## config.mk

```make
export PLATFORM = sky130hd
export DESIGN_NAME = board_shell_top
export DESIGN_NICKNAME = d
export VERILOG_FILES = /design/src/logic/board_cfg_pkg.sv /design/src/logic/board_regs_pkg.sv /design/src/logic/axil_slave_port.sv /design/src/logic/periph_decoder.sv /design/src/logic/rtc_divider.sv /design/src/logic/fan_ctrl.sv /design/src/logic/boot_ctrl.sv /design/src/logic/board_shell_top.sv
export SDC_FILE = /design/constraint.sdc
export NUM_CORES = 1
export LEC_CHECK = 0
export BUFFER_PORTS_ARGS = -buffer_cell sky130_fd_sc_hd__buf_2
export CAP_MARGIN = 20
export CORE_AREA = 3 3 100 102
export DETAILED_ROUTE_END_ITERATION = 8
export DIE_AREA = 0 0 103 105
export GPL_ROUTABILITY_DRIVEN = 0
export PLACE_DENSITY = 0.74
export SLEW_MARGIN = 40
export SYNTH_ARGS = -nofsm -noshare
export SYNTH_HDL_FRONTEND = slang
export SYNTH_SLANG_ARGS = --single-unit
```

## constraint.sdc

```tcl
create_clock -name soc_clk -period 3.65 [get_ports soc_clk]
set_clock_uncertainty 0.2 [all_clocks]
set_input_delay 0.73 -clock soc_clk [delete_from_list [all_inputs] [get_ports soc_clk]]
set_output_delay 0.73 -clock soc_clk [all_outputs]
set_load 0.01 [all_outputs]
```

## src/logic/board_cfg_pkg.sv

```systemverilog
// Board control shell platform constants for clocking, RTC, fan PWM and bus widths
package board_cfg_pkg;

  //////////////////////////////////////////////////////////////////////
  // Register bus
  //////////////////////////////////////////////////////////////////////

  // Byte address into the register block
  localparam int unsigned AddrWidth = 8;
  localparam int unsigned DataWidth = 32;

  //////////////////////////////////////////////////////////////////////
  // RTC divider
  //////////////////////////////////////////////////////////////////////

  // soc_clk cycles between RTC toggles
  // The full RTC period is twice this
  localparam int unsigned RtcHalfPeriod = 25;
  localparam int unsigned RtcCntWidth   = 16;

  //////////////////////////////////////////////////////////////////////
  // Fan PWM
  //////////////////////////////////////////////////////////////////////

  localparam int unsigned FanDutyWidth  = 4;
  // soc_clk cycles per PWM step
  localparam int unsigned FanPrescale   = 4;
  localparam int unsigned FanPrescWidth = $clog2(FanPrescale);

  //////////////////////////////////////////////////////////////////////
  // Boot mode
  //////////////////////////////////////////////////////////////////////

  localparam int unsigned BootModeWidth = 2;

endpackage

```

## src/logic/board_regs_pkg.sv

```systemverilog
// Board control shell register map, bus response codes and fixed data words
package board_regs_pkg;

  import board_cfg_pkg::*;

  //////////////////////////////////////////////////////////////////////
  // Register map
  //////////////////////////////////////////////////////////////////////

  // Identity word, read only
  localparam logic [AddrWidth-1:0] RegIdOffs   = 8'h00;
  // Boot select in bit 2, mode in bits 1:0
  localparam logic [AddrWidth-1:0] RegBootOffs = 8'h04;
  // Fan override in bit 4, duty in bits 3:0
  localparam logic [AddrWidth-1:0] RegFanOffs  = 8'h08;
  // RTC edge counter, any write clears it
  localparam logic [AddrWidth-1:0] RegRtcOffs  = 8'h0C;

  //////////////////////////////////////////////////////////////////////
  // AXI response codes
  //////////////////////////////////////////////////////////////////////

  localparam logic [1:0] RespOkay   = 2'b00;
  localparam logic [1:0] RespSlvErr = 2'b10;

  //////////////////////////////////////////////////////////////////////
  // Fixed words
  //////////////////////////////////////////////////////////////////////

  // Board identity
  localparam logic [DataWidth-1:0] BoardIdWord = 32'h5ABC_0001;

  // Returned on reads from unmapped offsets
  localparam logic [DataWidth-1:0] ErrWord = 32'hBADCAB1E;

endpackage

```

## src/logic/axil_slave_port.sv

```systemverilog
// AXI4-Lite slave port turning bus transactions into single-cycle register accesses
`timescale 1ns/1ps

module axil_slave_port
  import board_cfg_pkg::*;
  import board_regs_pkg::*;
(
  input  logic                   soc_clk,
  input  logic                   rst_n,
  // Write address and data
  input  logic [AddrWidth-1:0]   axil_awaddr_i,
  input  logic                   axil_awvalid_i,
  output logic                   axil_awready_o,
  input  logic [DataWidth-1:0]   axil_wdata_i,
  input  logic [DataWidth/8-1:0] axil_wstrb_i,
  input  logic                   axil_wvalid_i,
  output logic                   axil_wready_o,
  // Write response
  output logic [1:0]             axil_bresp_o,
  output logic                   axil_bvalid_o,
  input  logic                   axil_bready_i,
  // Read address and data
  input  logic [AddrWidth-1:0]   axil_araddr_i,
  input  logic                   axil_arvalid_i,
  output logic                   axil_arready_o,
  output logic [DataWidth-1:0]   axil_rdata_o,
  output logic [1:0]             axil_rresp_o,
  output logic                   axil_rvalid_o,
  input  logic                   axil_rready_i,
  // Register access
  output logic                   acc_valid_o,
  output logic                   acc_we_o,
  output logic [AddrWidth-1:0]   acc_addr_o,
  output logic [DataWidth-1:0]   acc_wdata_o,
  input  logic [DataWidth-1:0]   acc_rdata_i,
  input  logic                   acc_err_i
);

  logic                 wr_accept;
  logic                 rd_accept;
  logic                 bvalid_q;
  logic                 rvalid_q;
  logic [1:0]           bresp_q;
  logic [1:0]           rresp_q;
  logic [DataWidth-1:0] rdata_q;

  // AW and W are taken together, and a write beats a read in the same cycle
  assign wr_accept = axil_awvalid_i & axil_wvalid_i & ~bvalid_q;
  assign rd_accept = axil_arvalid_i & ~rvalid_q & ~wr_accept;

  assign axil_awready_o = wr_accept;
  assign axil_wready_o  = wr_accept;
  assign axil_arready_o = ~rvalid_q & ~wr_accept;

  // Byte 0 holds every writable field, so strobe 0 alone enables the write
  assign acc_valid_o = wr_accept | rd_accept;
  assign acc_we_o    = wr_accept & axil_wstrb_i[0];
  assign acc_addr_o  = wr_accept ? axil_awaddr_i : axil_araddr_i;
  assign acc_wdata_o = axil_wdata_i;

  //////////////////////////////////////////////////////////////////////
  // Response channels
  //////////////////////////////////////////////////////////////////////

  always_ff @(posedge soc_clk or negedge rst_n) begin
    if (!rst_n) begin
      bvalid_q <= 1'b0;
      rvalid_q <= 1'b0;
    end else begin
      if (wr_accept) begin
        bvalid_q <= 1'b1;
      end else if (axil_bready_i) begin
        bvalid_q <= 1'b0;
      end
      if (rd_accept) begin
        rvalid_q <= 1'b1;
      end else if (axil_rready_i) begin
        rvalid_q <= 1'b0;
      end
    end
  end

  // Payload only loads on acceptance and holds under back-pressure
  always_ff @(posedge soc_clk) begin
    if (wr_accept) begin
      bresp_q <= acc_err_i ? RespSlvErr : RespOkay;
    end
    if (rd_accept) begin
      rresp_q <= acc_err_i ? RespSlvErr : RespOkay;
      rdata_q <= acc_rdata_i;
    end
  end

  assign axil_bvalid_o = bvalid_q;
  assign axil_bresp_o  = bresp_q;
  assign axil_rvalid_o = rvalid_q;
  assign axil_rresp_o  = rresp_q;
  assign axil_rdata_o  = rdata_q;

endmodule

```

## src/logic/periph_decoder.sv

```systemverilog
// Register address decoder with write enables, read data mux and unmapped error
`timescale 1ns/1ps

module periph_decoder
  import board_cfg_pkg::*;
  import board_regs_pkg::*;
(
  input  logic                 acc_valid_i,
  input  logic                 acc_we_i,
  input  logic [AddrWidth-1:0] acc_addr_i,
  input  logic [DataWidth-1:0] acc_wdata_i,
  output logic [DataWidth-1:0] acc_rdata_o,
  output logic                 acc_err_o,
  // Peers
  input  logic [DataWidth-1:0] boot_rdata_i,
  input  logic [DataWidth-1:0] fan_rdata_i,
  input  logic [DataWidth-1:0] rtc_rdata_i,
  output logic                 boot_we_o,
  output logic                 fan_we_o,
  output logic                 rtc_clr_o,
  output logic [7:0]           wr_data_o
);

  logic [AddrWidth-3:0] word_addr;
  logic                 wr_req;
  logic                 miss;

  // Byte offset bits are ignored
  assign word_addr = acc_addr_i[AddrWidth-1:2];
  assign wr_req    = acc_valid_i & acc_we_i;
  assign wr_data_o = acc_wdata_i[7:0];

  always_comb begin
    acc_rdata_o = ErrWord;
    miss        = 1'b0;
    boot_we_o   = 1'b0;
    fan_we_o    = 1'b0;
    rtc_clr_o   = 1'b0;
    case (word_addr)
      RegIdOffs[AddrWidth-1:2]: begin
        // Identity is read only
        if (acc_we_i) begin
          miss = 1'b1;
        end else begin
          acc_rdata_o = BoardIdWord;
        end
      end
      RegBootOffs[AddrWidth-1:2]: begin
        acc_rdata_o = boot_rdata_i;
        boot_we_o   = wr_req;
      end
      RegFanOffs[AddrWidth-1:2]: begin
        acc_rdata_o = fan_rdata_i;
        fan_we_o    = wr_req;
      end
      RegRtcOffs[AddrWidth-1:2]: begin
        acc_rdata_o = rtc_rdata_i;
        rtc_clr_o   = wr_req;
      end
      default: begin
        miss = 1'b1;
      end
    endcase
  end

  assign acc_err_o = acc_valid_i & miss;

endmodule

```

## src/logic/rtc_divider.sv

```systemverilog
// RTC clock divider from soc_clk with a clearable count of RTC rising edges
`timescale 1ns/1ps

module rtc_divider
  import board_cfg_pkg::*;
(
  input  logic                 soc_clk,
  input  logic                 rst_n,
  input  logic                 rtc_clr_i,
  output logic                 rtc_o,
  output logic [DataWidth-1:0] rtc_count_o
);

  logic [RtcCntWidth-1:0] div_cnt_q;
  logic                   div_wrap;
  logic                   rtc_q;
  logic                   rtc_prev_q;
  logic                   rtc_rise;
  logic [DataWidth-1:0]   edge_cnt_q;

  //////////////////////////////////////////////////////////////////////
  // Divider
  //////////////////////////////////////////////////////////////////////

  assign div_wrap = (div_cnt_q == RtcCntWidth'(RtcHalfPeriod - 1));

  always_ff @(posedge soc_clk or negedge rst_n) begin
    if (!rst_n) begin
      div_cnt_q <= '0;
      rtc_q     <= 1'b0;
    end else if (div_wrap) begin
      div_cnt_q <= '0;
      rtc_q     <= ~rtc_q;
    end else begin
      div_cnt_q <= div_cnt_q + 1'b1;
    end
  end

  //////////////////////////////////////////////////////////////////////
  // Edge counter
  //////////////////////////////////////////////////////////////////////

  // Rise seen one cycle after rtc_o goes high
  assign rtc_rise = rtc_q & ~rtc_prev_q;

  always_ff @(posedge soc_clk or negedge rst_n) begin
    if (!rst_n) begin
      rtc_prev_q <= 1'b0;
      edge_cnt_q <= '0;
    end else begin
      rtc_prev_q <= rtc_q;
      if (rtc_clr_i) begin
        edge_cnt_q <= '0;
      end else if (rtc_rise) begin
        edge_cnt_q <= edge_cnt_q + 1'b1;
      end
    end
  end

  assign rtc_o       = rtc_q;
  assign rtc_count_o = edge_cnt_q;

endmodule

```

## src/logic/fan_ctrl.sv

```systemverilog
// Fan PWM generator with duty from board switches or a register override
`timescale 1ns/1ps

module fan_ctrl
  import board_cfg_pkg::*;
(
  input  logic                    soc_clk,
  input  logic                    rst_n,
  input  logic [FanDutyWidth-1:0] fan_sw_i,
  input  logic                    fan_we_i,
  input  logic [7:0]              wr_data_i,
  output logic                    fan_pwm_o,
  output logic [DataWidth-1:0]    fan_rdata_o
);

  logic                     ovr_q;
  logic [FanDutyWidth-1:0]  duty_q;
  logic [FanDutyWidth-1:0]  duty_eff;
  logic [FanPrescWidth-1:0] presc_q;
  logic                     presc_wrap;
  logic [FanDutyWidth-1:0]  step_q;
  logic                     pwm_q;

  //////////////////////////////////////////////////////////////////////
  // Control register
  //////////////////////////////////////////////////////////////////////

  always_ff @(posedge soc_clk or negedge rst_n) begin
    if (!rst_n) begin
      ovr_q  <= 1'b0;
      duty_q <= '0;
    end else if (fan_we_i) begin
      ovr_q  <= wr_data_i[FanDutyWidth];
      duty_q <= wr_data_i[FanDutyWidth-1:0];
    end
  end

  assign duty_eff = ovr_q ? duty_q : fan_sw_i;

  //////////////////////////////////////////////////////////////////////
  // PWM
  //////////////////////////////////////////////////////////////////////

  assign presc_wrap = (presc_q == FanPrescWidth'(FanPrescale - 1));

  // Step counter wraps on its own after 16 steps
  always_ff @(posedge soc_clk or negedge rst_n) begin
    if (!rst_n) begin
      presc_q <= '0;
      step_q  <= '0;
      pwm_q   <= 1'b0;
    end else begin
      if (presc_wrap) begin
        presc_q <= '0;
        step_q  <= step_q + 1'b1;
      end else begin
        presc_q <= presc_q + 1'b1;
      end
      pwm_q <= (step_q < duty_eff);
    end
  end

  assign fan_pwm_o = pwm_q;

  // Effective duty in bits 11:8, register fields in 4:0
  assign fan_rdata_o = {{(DataWidth-12){1'b0}}, duty_eff, 3'b000, ovr_q, duty_q};

endmodule

```

## src/logic/boot_ctrl.sv

```systemverilog
// Boot mode register with selection between board pins and register override
`timescale 1ns/1ps

module boot_ctrl
  import board_cfg_pkg::*;
(
  input  logic                     soc_clk,
  input  logic                     rst_n,
  input  logic [BootModeWidth-1:0] boot_mode_i,
  input  logic                     boot_we_i,
  input  logic [7:0]               wr_data_i,
  output logic [BootModeWidth-1:0] boot_mode_o,
  output logic [DataWidth-1:0]     boot_rdata_o
);

  logic                     sel_q;
  logic [BootModeWidth-1:0] mode_q;

  always_ff @(posedge soc_clk or negedge rst_n) begin
    if (!rst_n) begin
      sel_q  <= 1'b0;
      mode_q <= '0;
    end else if (boot_we_i) begin
      sel_q  <= wr_data_i[BootModeWidth];
      mode_q <= wr_data_i[BootModeWidth-1:0];
    end
  end

  // Override wins once selected
  assign boot_mode_o = sel_q ? mode_q : boot_mode_i;

  // Pins in 17:16, effective mode in 9:8, register in 2:0
  assign boot_rdata_o = {
    {(DataWidth-18){1'b0}},
    boot_mode_i,
    6'b000000,
    boot_mode_o,
    5'b00000,
    sel_q,
    mode_q
  };

endmodule

```

## src/logic/board_shell_top.sv

```systemverilog
// Board control shell top with AXI4-Lite port, address decoder and peripherals
`timescale 1ns/1ps

module board_shell_top
  import board_cfg_pkg::*;
(
  input  logic                     soc_clk,
  input  logic                     rst_n,
  // AXI4-Lite slave
  input  logic [AddrWidth-1:0]     axil_awaddr_i,
  input  logic                     axil_awvalid_i,
  output logic                     axil_awready_o,
  input  logic [DataWidth-1:0]     axil_wdata_i,
  input  logic [DataWidth/8-1:0]   axil_wstrb_i,
  input  logic                     axil_wvalid_i,
  output logic                     axil_wready_o,
  output logic [1:0]               axil_bresp_o,
  output logic                     axil_bvalid_o,
  input  logic                     axil_bready_i,
  input  logic [AddrWidth-1:0]     axil_araddr_i,
  input  logic                     axil_arvalid_i,
  output logic                     axil_arready_o,
  output logic [DataWidth-1:0]     axil_rdata_o,
  output logic [1:0]               axil_rresp_o,
  output logic                     axil_rvalid_o,
  input  logic                     axil_rready_i,
  // Board pins
  input  logic [BootModeWidth-1:0] boot_mode_i,
  input  logic [FanDutyWidth-1:0]  fan_sw_i,
  output logic [BootModeWidth-1:0] boot_mode_o,
  output logic                     fan_pwm_o,
  output logic                     rtc_o
);

  logic                 acc_valid;
  logic                 acc_we;
  logic [AddrWidth-1:0] acc_addr;
  logic [DataWidth-1:0] acc_wdata;
  logic [DataWidth-1:0] acc_rdata;
  logic                 acc_err;
  logic                 boot_we;
  logic                 fan_we;
  logic                 rtc_clr;
  logic [7:0]           wr_data;
  logic [DataWidth-1:0] boot_rdata;
  logic [DataWidth-1:0] fan_rdata;
  logic [DataWidth-1:0] rtc_rdata;

  //////////////////////////////////////////////////////////////////////
  // Bus port and decoder
  //////////////////////////////////////////////////////////////////////

  axil_slave_port i_axil_slave_port (
    .soc_clk        ( soc_clk        ),
    .rst_n          ( rst_n          ),
    .axil_awaddr_i  ( axil_awaddr_i  ),
    .axil_awvalid_i ( axil_awvalid_i ),
    .axil_awready_o ( axil_awready_o ),
    .axil_wdata_i   ( axil_wdata_i   ),
    .axil_wstrb_i   ( axil_wstrb_i   ),
    .axil_wvalid_i  ( axil_wvalid_i  ),
    .axil_wready_o  ( axil_wready_o  ),
    .axil_bresp_o   ( axil_bresp_o   ),
    .axil_bvalid_o  ( axil_bvalid_o  ),
    .axil_bready_i  ( axil_bready_i  ),
    .axil_araddr_i  ( axil_araddr_i  ),
    .axil_arvalid_i ( axil_arvalid_i ),
    .axil_arready_o ( axil_arready_o ),
    .axil_rdata_o   ( axil_rdata_o   ),
    .axil_rresp_o   ( axil_rresp_o   ),
    .axil_rvalid_o  ( axil_rvalid_o  ),
    .axil_rready_i  ( axil_rready_i  ),
    .acc_valid_o    ( acc_valid      ),
    .acc_we_o       ( acc_we         ),
    .acc_addr_o     ( acc_addr       ),
    .acc_wdata_o    ( acc_wdata      ),
    .acc_rdata_i    ( acc_rdata      ),
    .acc_err_i      ( acc_err        )
  );

  periph_decoder i_periph_decoder (
    .acc_valid_i  ( acc_valid  ),
    .acc_we_i     ( acc_we     ),
    .acc_addr_i   ( acc_addr   ),
    .acc_wdata_i  ( acc_wdata  ),
    .acc_rdata_o  ( acc_rdata  ),
    .acc_err_o    ( acc_err    ),
    .boot_rdata_i ( boot_rdata ),
    .fan_rdata_i  ( fan_rdata  ),
    .rtc_rdata_i  ( rtc_rdata  ),
    .boot_we_o    ( boot_we    ),
    .fan_we_o     ( fan_we     ),
    .rtc_clr_o    ( rtc_clr    ),
    .wr_data_o    ( wr_data    )
  );

  //////////////////////////////////////////////////////////////////////
  // Peripherals
  //////////////////////////////////////////////////////////////////////

  rtc_divider i_rtc_divider (
    .soc_clk     ( soc_clk   ),
    .rst_n       ( rst_n     ),
    .rtc_clr_i   ( rtc_clr   ),
    .rtc_o       ( rtc_o     ),
    .rtc_count_o ( rtc_rdata )
  );

  fan_ctrl i_fan_ctrl (
    .soc_clk     ( soc_clk   ),
    .rst_n       ( rst_n     ),
    .fan_sw_i    ( fan_sw_i  ),
    .fan_we_i    ( fan_we    ),
    .wr_data_i   ( wr_data   ),
    .fan_pwm_o   ( fan_pwm_o ),
    .fan_rdata_o ( fan_rdata )
  );

  boot_ctrl i_boot_ctrl (
    .soc_clk      ( soc_clk     ),
    .rst_n        ( rst_n       ),
    .boot_mode_i  ( boot_mode_i ),
    .boot_we_i    ( boot_we     ),
    .wr_data_i    ( wr_data     ),
    .boot_mode_o  ( boot_mode_o ),
    .boot_rdata_o ( boot_rdata  )
  );

endmodule

```

==> impl_metrics.csv <==
group,metric,value,unit
run_status,outcome,"finished, final reports clean",
floorplan,die_y,105,um
sta,report.final.slew_viol_count,0,
clock_tree,clkSlewWorstSetupHoldPaths,0.10,ns
sta,worst_pin_slew,0.709,ns
critical_path,ff2ff_path_depth,5,
critical_path,cp_max_fo,24,
clock_tree,cts_setup_buffers,0,
clock_tree,clkLatencyLatePin,0.36,ns
job,drv_cap,0,
drt,first_pass_iters,5,
synth,yosysWarnings,0,
layout,final_area,5560,um^2
synth,synth_common_cells,"67 x dfrtp_1, 34 x edfxtp_1, 28 x nor2_1, 22 x nand2_1",
sta,finalHoldViolations,0,
drt,drcViolationCount,0,
sta,hold_ws,0.211,ns
sta,fmax,379,MHz
global_route,grt_use_met2,0.303,
power,p_clk_frac,0.289,
global_route,use_met1,0.285,
synth,yosys.area.top_type,"dfrtp_1",
clock_tree,cts_tree,"done",
synth,avgSynthCellArea,11.1,um^2
critical_path,reg2reg_slack,1.05,ns
clock_tree,clock_sink_count,101,
synth,ys_top_cells_by_area,"dfrtp_1 34%, edfxtp_1 21%, xnor2_1 3.2%",
synth,synth_edf_count,34,
synth,synth_top_area_frac,0.342,
synth,synth_area,4900,um^2
floorplan,ioPinCount,110,
layout,n_antenna_cell,0,
placement,io_buffer_count,73,
global_route,met3_usage,0.0307,
synth,async_flop_share,0.663,
global_route,grt_max_degree,34,
layout,final.fill_count,763,
drt,wl,10200,um
power,power_frac_comb,0.129,
floorplan,rows,35,
synth,ys.flop_type,"dfrtp_1",
critical_path,r2r_start,"i_rtc_divider.rtc_count_o[0]",
critical_path,reg2reg_to,"i_rtc_divider.rtc_count_o[14]",
layout,syn_to_final_growth,13.4,%
layout,nets,582,
synth,synth_most_common_cell,"dfrtp_1",
hold_path,hold_class,"primary input to async pin",
drt,detail_route.wl_per_cell,16.3,um
sta,setup_viol,0,
power,p_seq_frac,0.582,
global_route,grt_use_total,0.198,
clock_tree,cts_resized,0,
synth,ys_ff_latch,101,
sta,fin_crit,2.64,ns
placement,dpl_cell_area,5360,um^2
critical_path,path_class,"register to primary output",
clock_tree,clockBufferDepth,2,
placement,dp_hpwl,7420,um
power,leakage,0.00229,uW
synth,ys_seq_area_frac,0.551,
drt,dr.first_iter.drc_count,269,
sta,tns,0,ns
floorplan,die-area,10800,um^2
critical_path,crit_required,2.72,ns
sta,rsz0062_at_grt,"false",
floorplan,die_x,103,um
global_route,grt.busiest_layer,"met2",
clock_tree,cts_root_buf,"clkbuf_8",
power,total_power,2450,uW
power,p_int,1760,uW
critical_path,crit_end,"axil_wready_o",
synth,synth.distinct_cells,49,
critical_path,critPathArrivalTime,1.71,ns
critical_path,endpoint_kind,"primary output",
drt,via_per_inst,5.88,
drt,ant_nets,0,
global_route,gr-total-overflow,0,
sta,finalCritPeriodShare,0.722,
floorplan,start_util,0.533,
power,pwr_density_cell,442,nW/um^2
sta,slew_headroom,0.524,
critical_path,cp-startpoint,"i_axil_slave_port.axil_bvalid_o",
power,worst_ir_drop_vdd,231,uV
layout,drive_above_1_share,0.230,
power,switchingPower,693,uW
global_route,grt_antenna_before_repair,0,
global_route,grt_pass1_vias,3524,
drt,vias,3678,
floorplan,coreArea,9200,um^2
critical_path,start_kind,"register",
synth,synth_cells,440,
clock_tree,numCtsBuffers,9,
power,switching_share,0.282,
clock_tree,cts_htree_levels,3,
clock_tree,hold_buffers,0,
global_route,grt_pass1_wl,17000,um
## stage by stage
stage	cells	utilization	setup slack (ns)
2_1_floorplan	441	-	0.226
3_3_place_gp	609	0.581	0.857
3_5_place_dp	609	0.582	0.783
4_1_cts	625	0.604	0.983
5_1_grt	625	0.604	0.827
6_report	625	0.604	1.01
## power groups by stage
stage	clock (uW)	combinational [uW]	sequential [uW]
after global placement	0	304	1450
final	708	317	1430
after global routing	774	364	1450
after floorplan	0	202	1420
after detailed placement	0	318	1450
after CTS	726	320	1430
## sequential cells by signal, summed over array words and instances (netlist names)
name,flops
i_axil_slave_port.axil_rvalid_o,1
i_rtc_divider.rtc_count_o,32
i_rtc_divider.div_cnt_q,16
i_fan_ctrl.duty_q,4
i_axil_slave_port.axil_bresp_o,1
i_axil_slave_port.axil_rdata_o,32
i_fan_ctrl.step_q,4
i_fan_ctrl.fan_pwm_o,1
i_rtc_divider.rtc_prev_q,1
i_fan_ctrl.ovr_q,1
i_axil_slave_port.axil_bvalid_o,1
i_boot_ctrl.mode_q,2
i_boot_ctrl.sel_q,1
i_axil_slave_port.axil_rresp_o,1
i_fan_ctrl.presc_q,2
i_rtc_divider.rtc_o,1
## kinds of logic after synthesis
kind of cell	after synthesis	synth area share
compound gates	83	0.111
xor+xnor	26	0.0465
fa+ha+maj	8	0.0204
buf+inv	38	0.0340
flops	101	0.551
mux	21	0.0460
other cells	1	0.000766
simple gates	162	0.191
## layout by cell type, fill, tap and decap left out, types with 17 or more instances in the layout
master | synthesis | final
buf_2 | 4 | 73
dfrtp_1 | 67 | 67
edfxtp_1 | 34 | 34
nor2_1 | 28 | 27
nand2_1 | 22 | 22
o21ai_0 | 20 | 20
a21oi_1 | 20 | 20
nand3_1 | 19 | 19
xnor2_1 | 18 | 18
inv_1 | 17 | 17
## critical path, cell delays in order, from the launching register on
cell and delay [ns]:
dfrtp_1 0.39, inv_1 0.07, nand3_1 0.11, inv_1 0.52
buf_2 0.25
## how the worst min path moves through the flow
stage               depth (start not counted)                           end  slack (ns)
global placement                            1         i_fan_ctrl.presc_q[0]        0.21
finish                                      1  i_rtc_divider.rtc_count_o[0]        0.21
detailed placement                          1         i_fan_ctrl.presc_q[0]        0.22
global route                                1  i_rtc_divider.rtc_count_o[0]        0.25
CTS                                         1  i_rtc_divider.rtc_count_o[0]        0.22
floorplan                                   1         i_fan_ctrl.presc_q[0]        0.20
## per-layer routing
layer  part of all wire  wire (um)
met2               0.48       4920
met3              0.051        523
met1               0.45       4540
met4              0.021        211
met5                  0          0
## layout make-up
cell class | instances | area (um^2) | share of cell area
sequential | 101 | 2700 | 0.485
multi-input combinational | 302 | 2050 | 0.370
timing repair buffer | 78 | 403 | 0.0725
tap | 111 | 139 | 0.0250
clock buffer | 10 | 138 | 0.0248
inverter | 17 | 63.8 | 0.0115
clock inverter | 6 | 62.6 | 0.0113
Power figures use the tool's default switching activity.
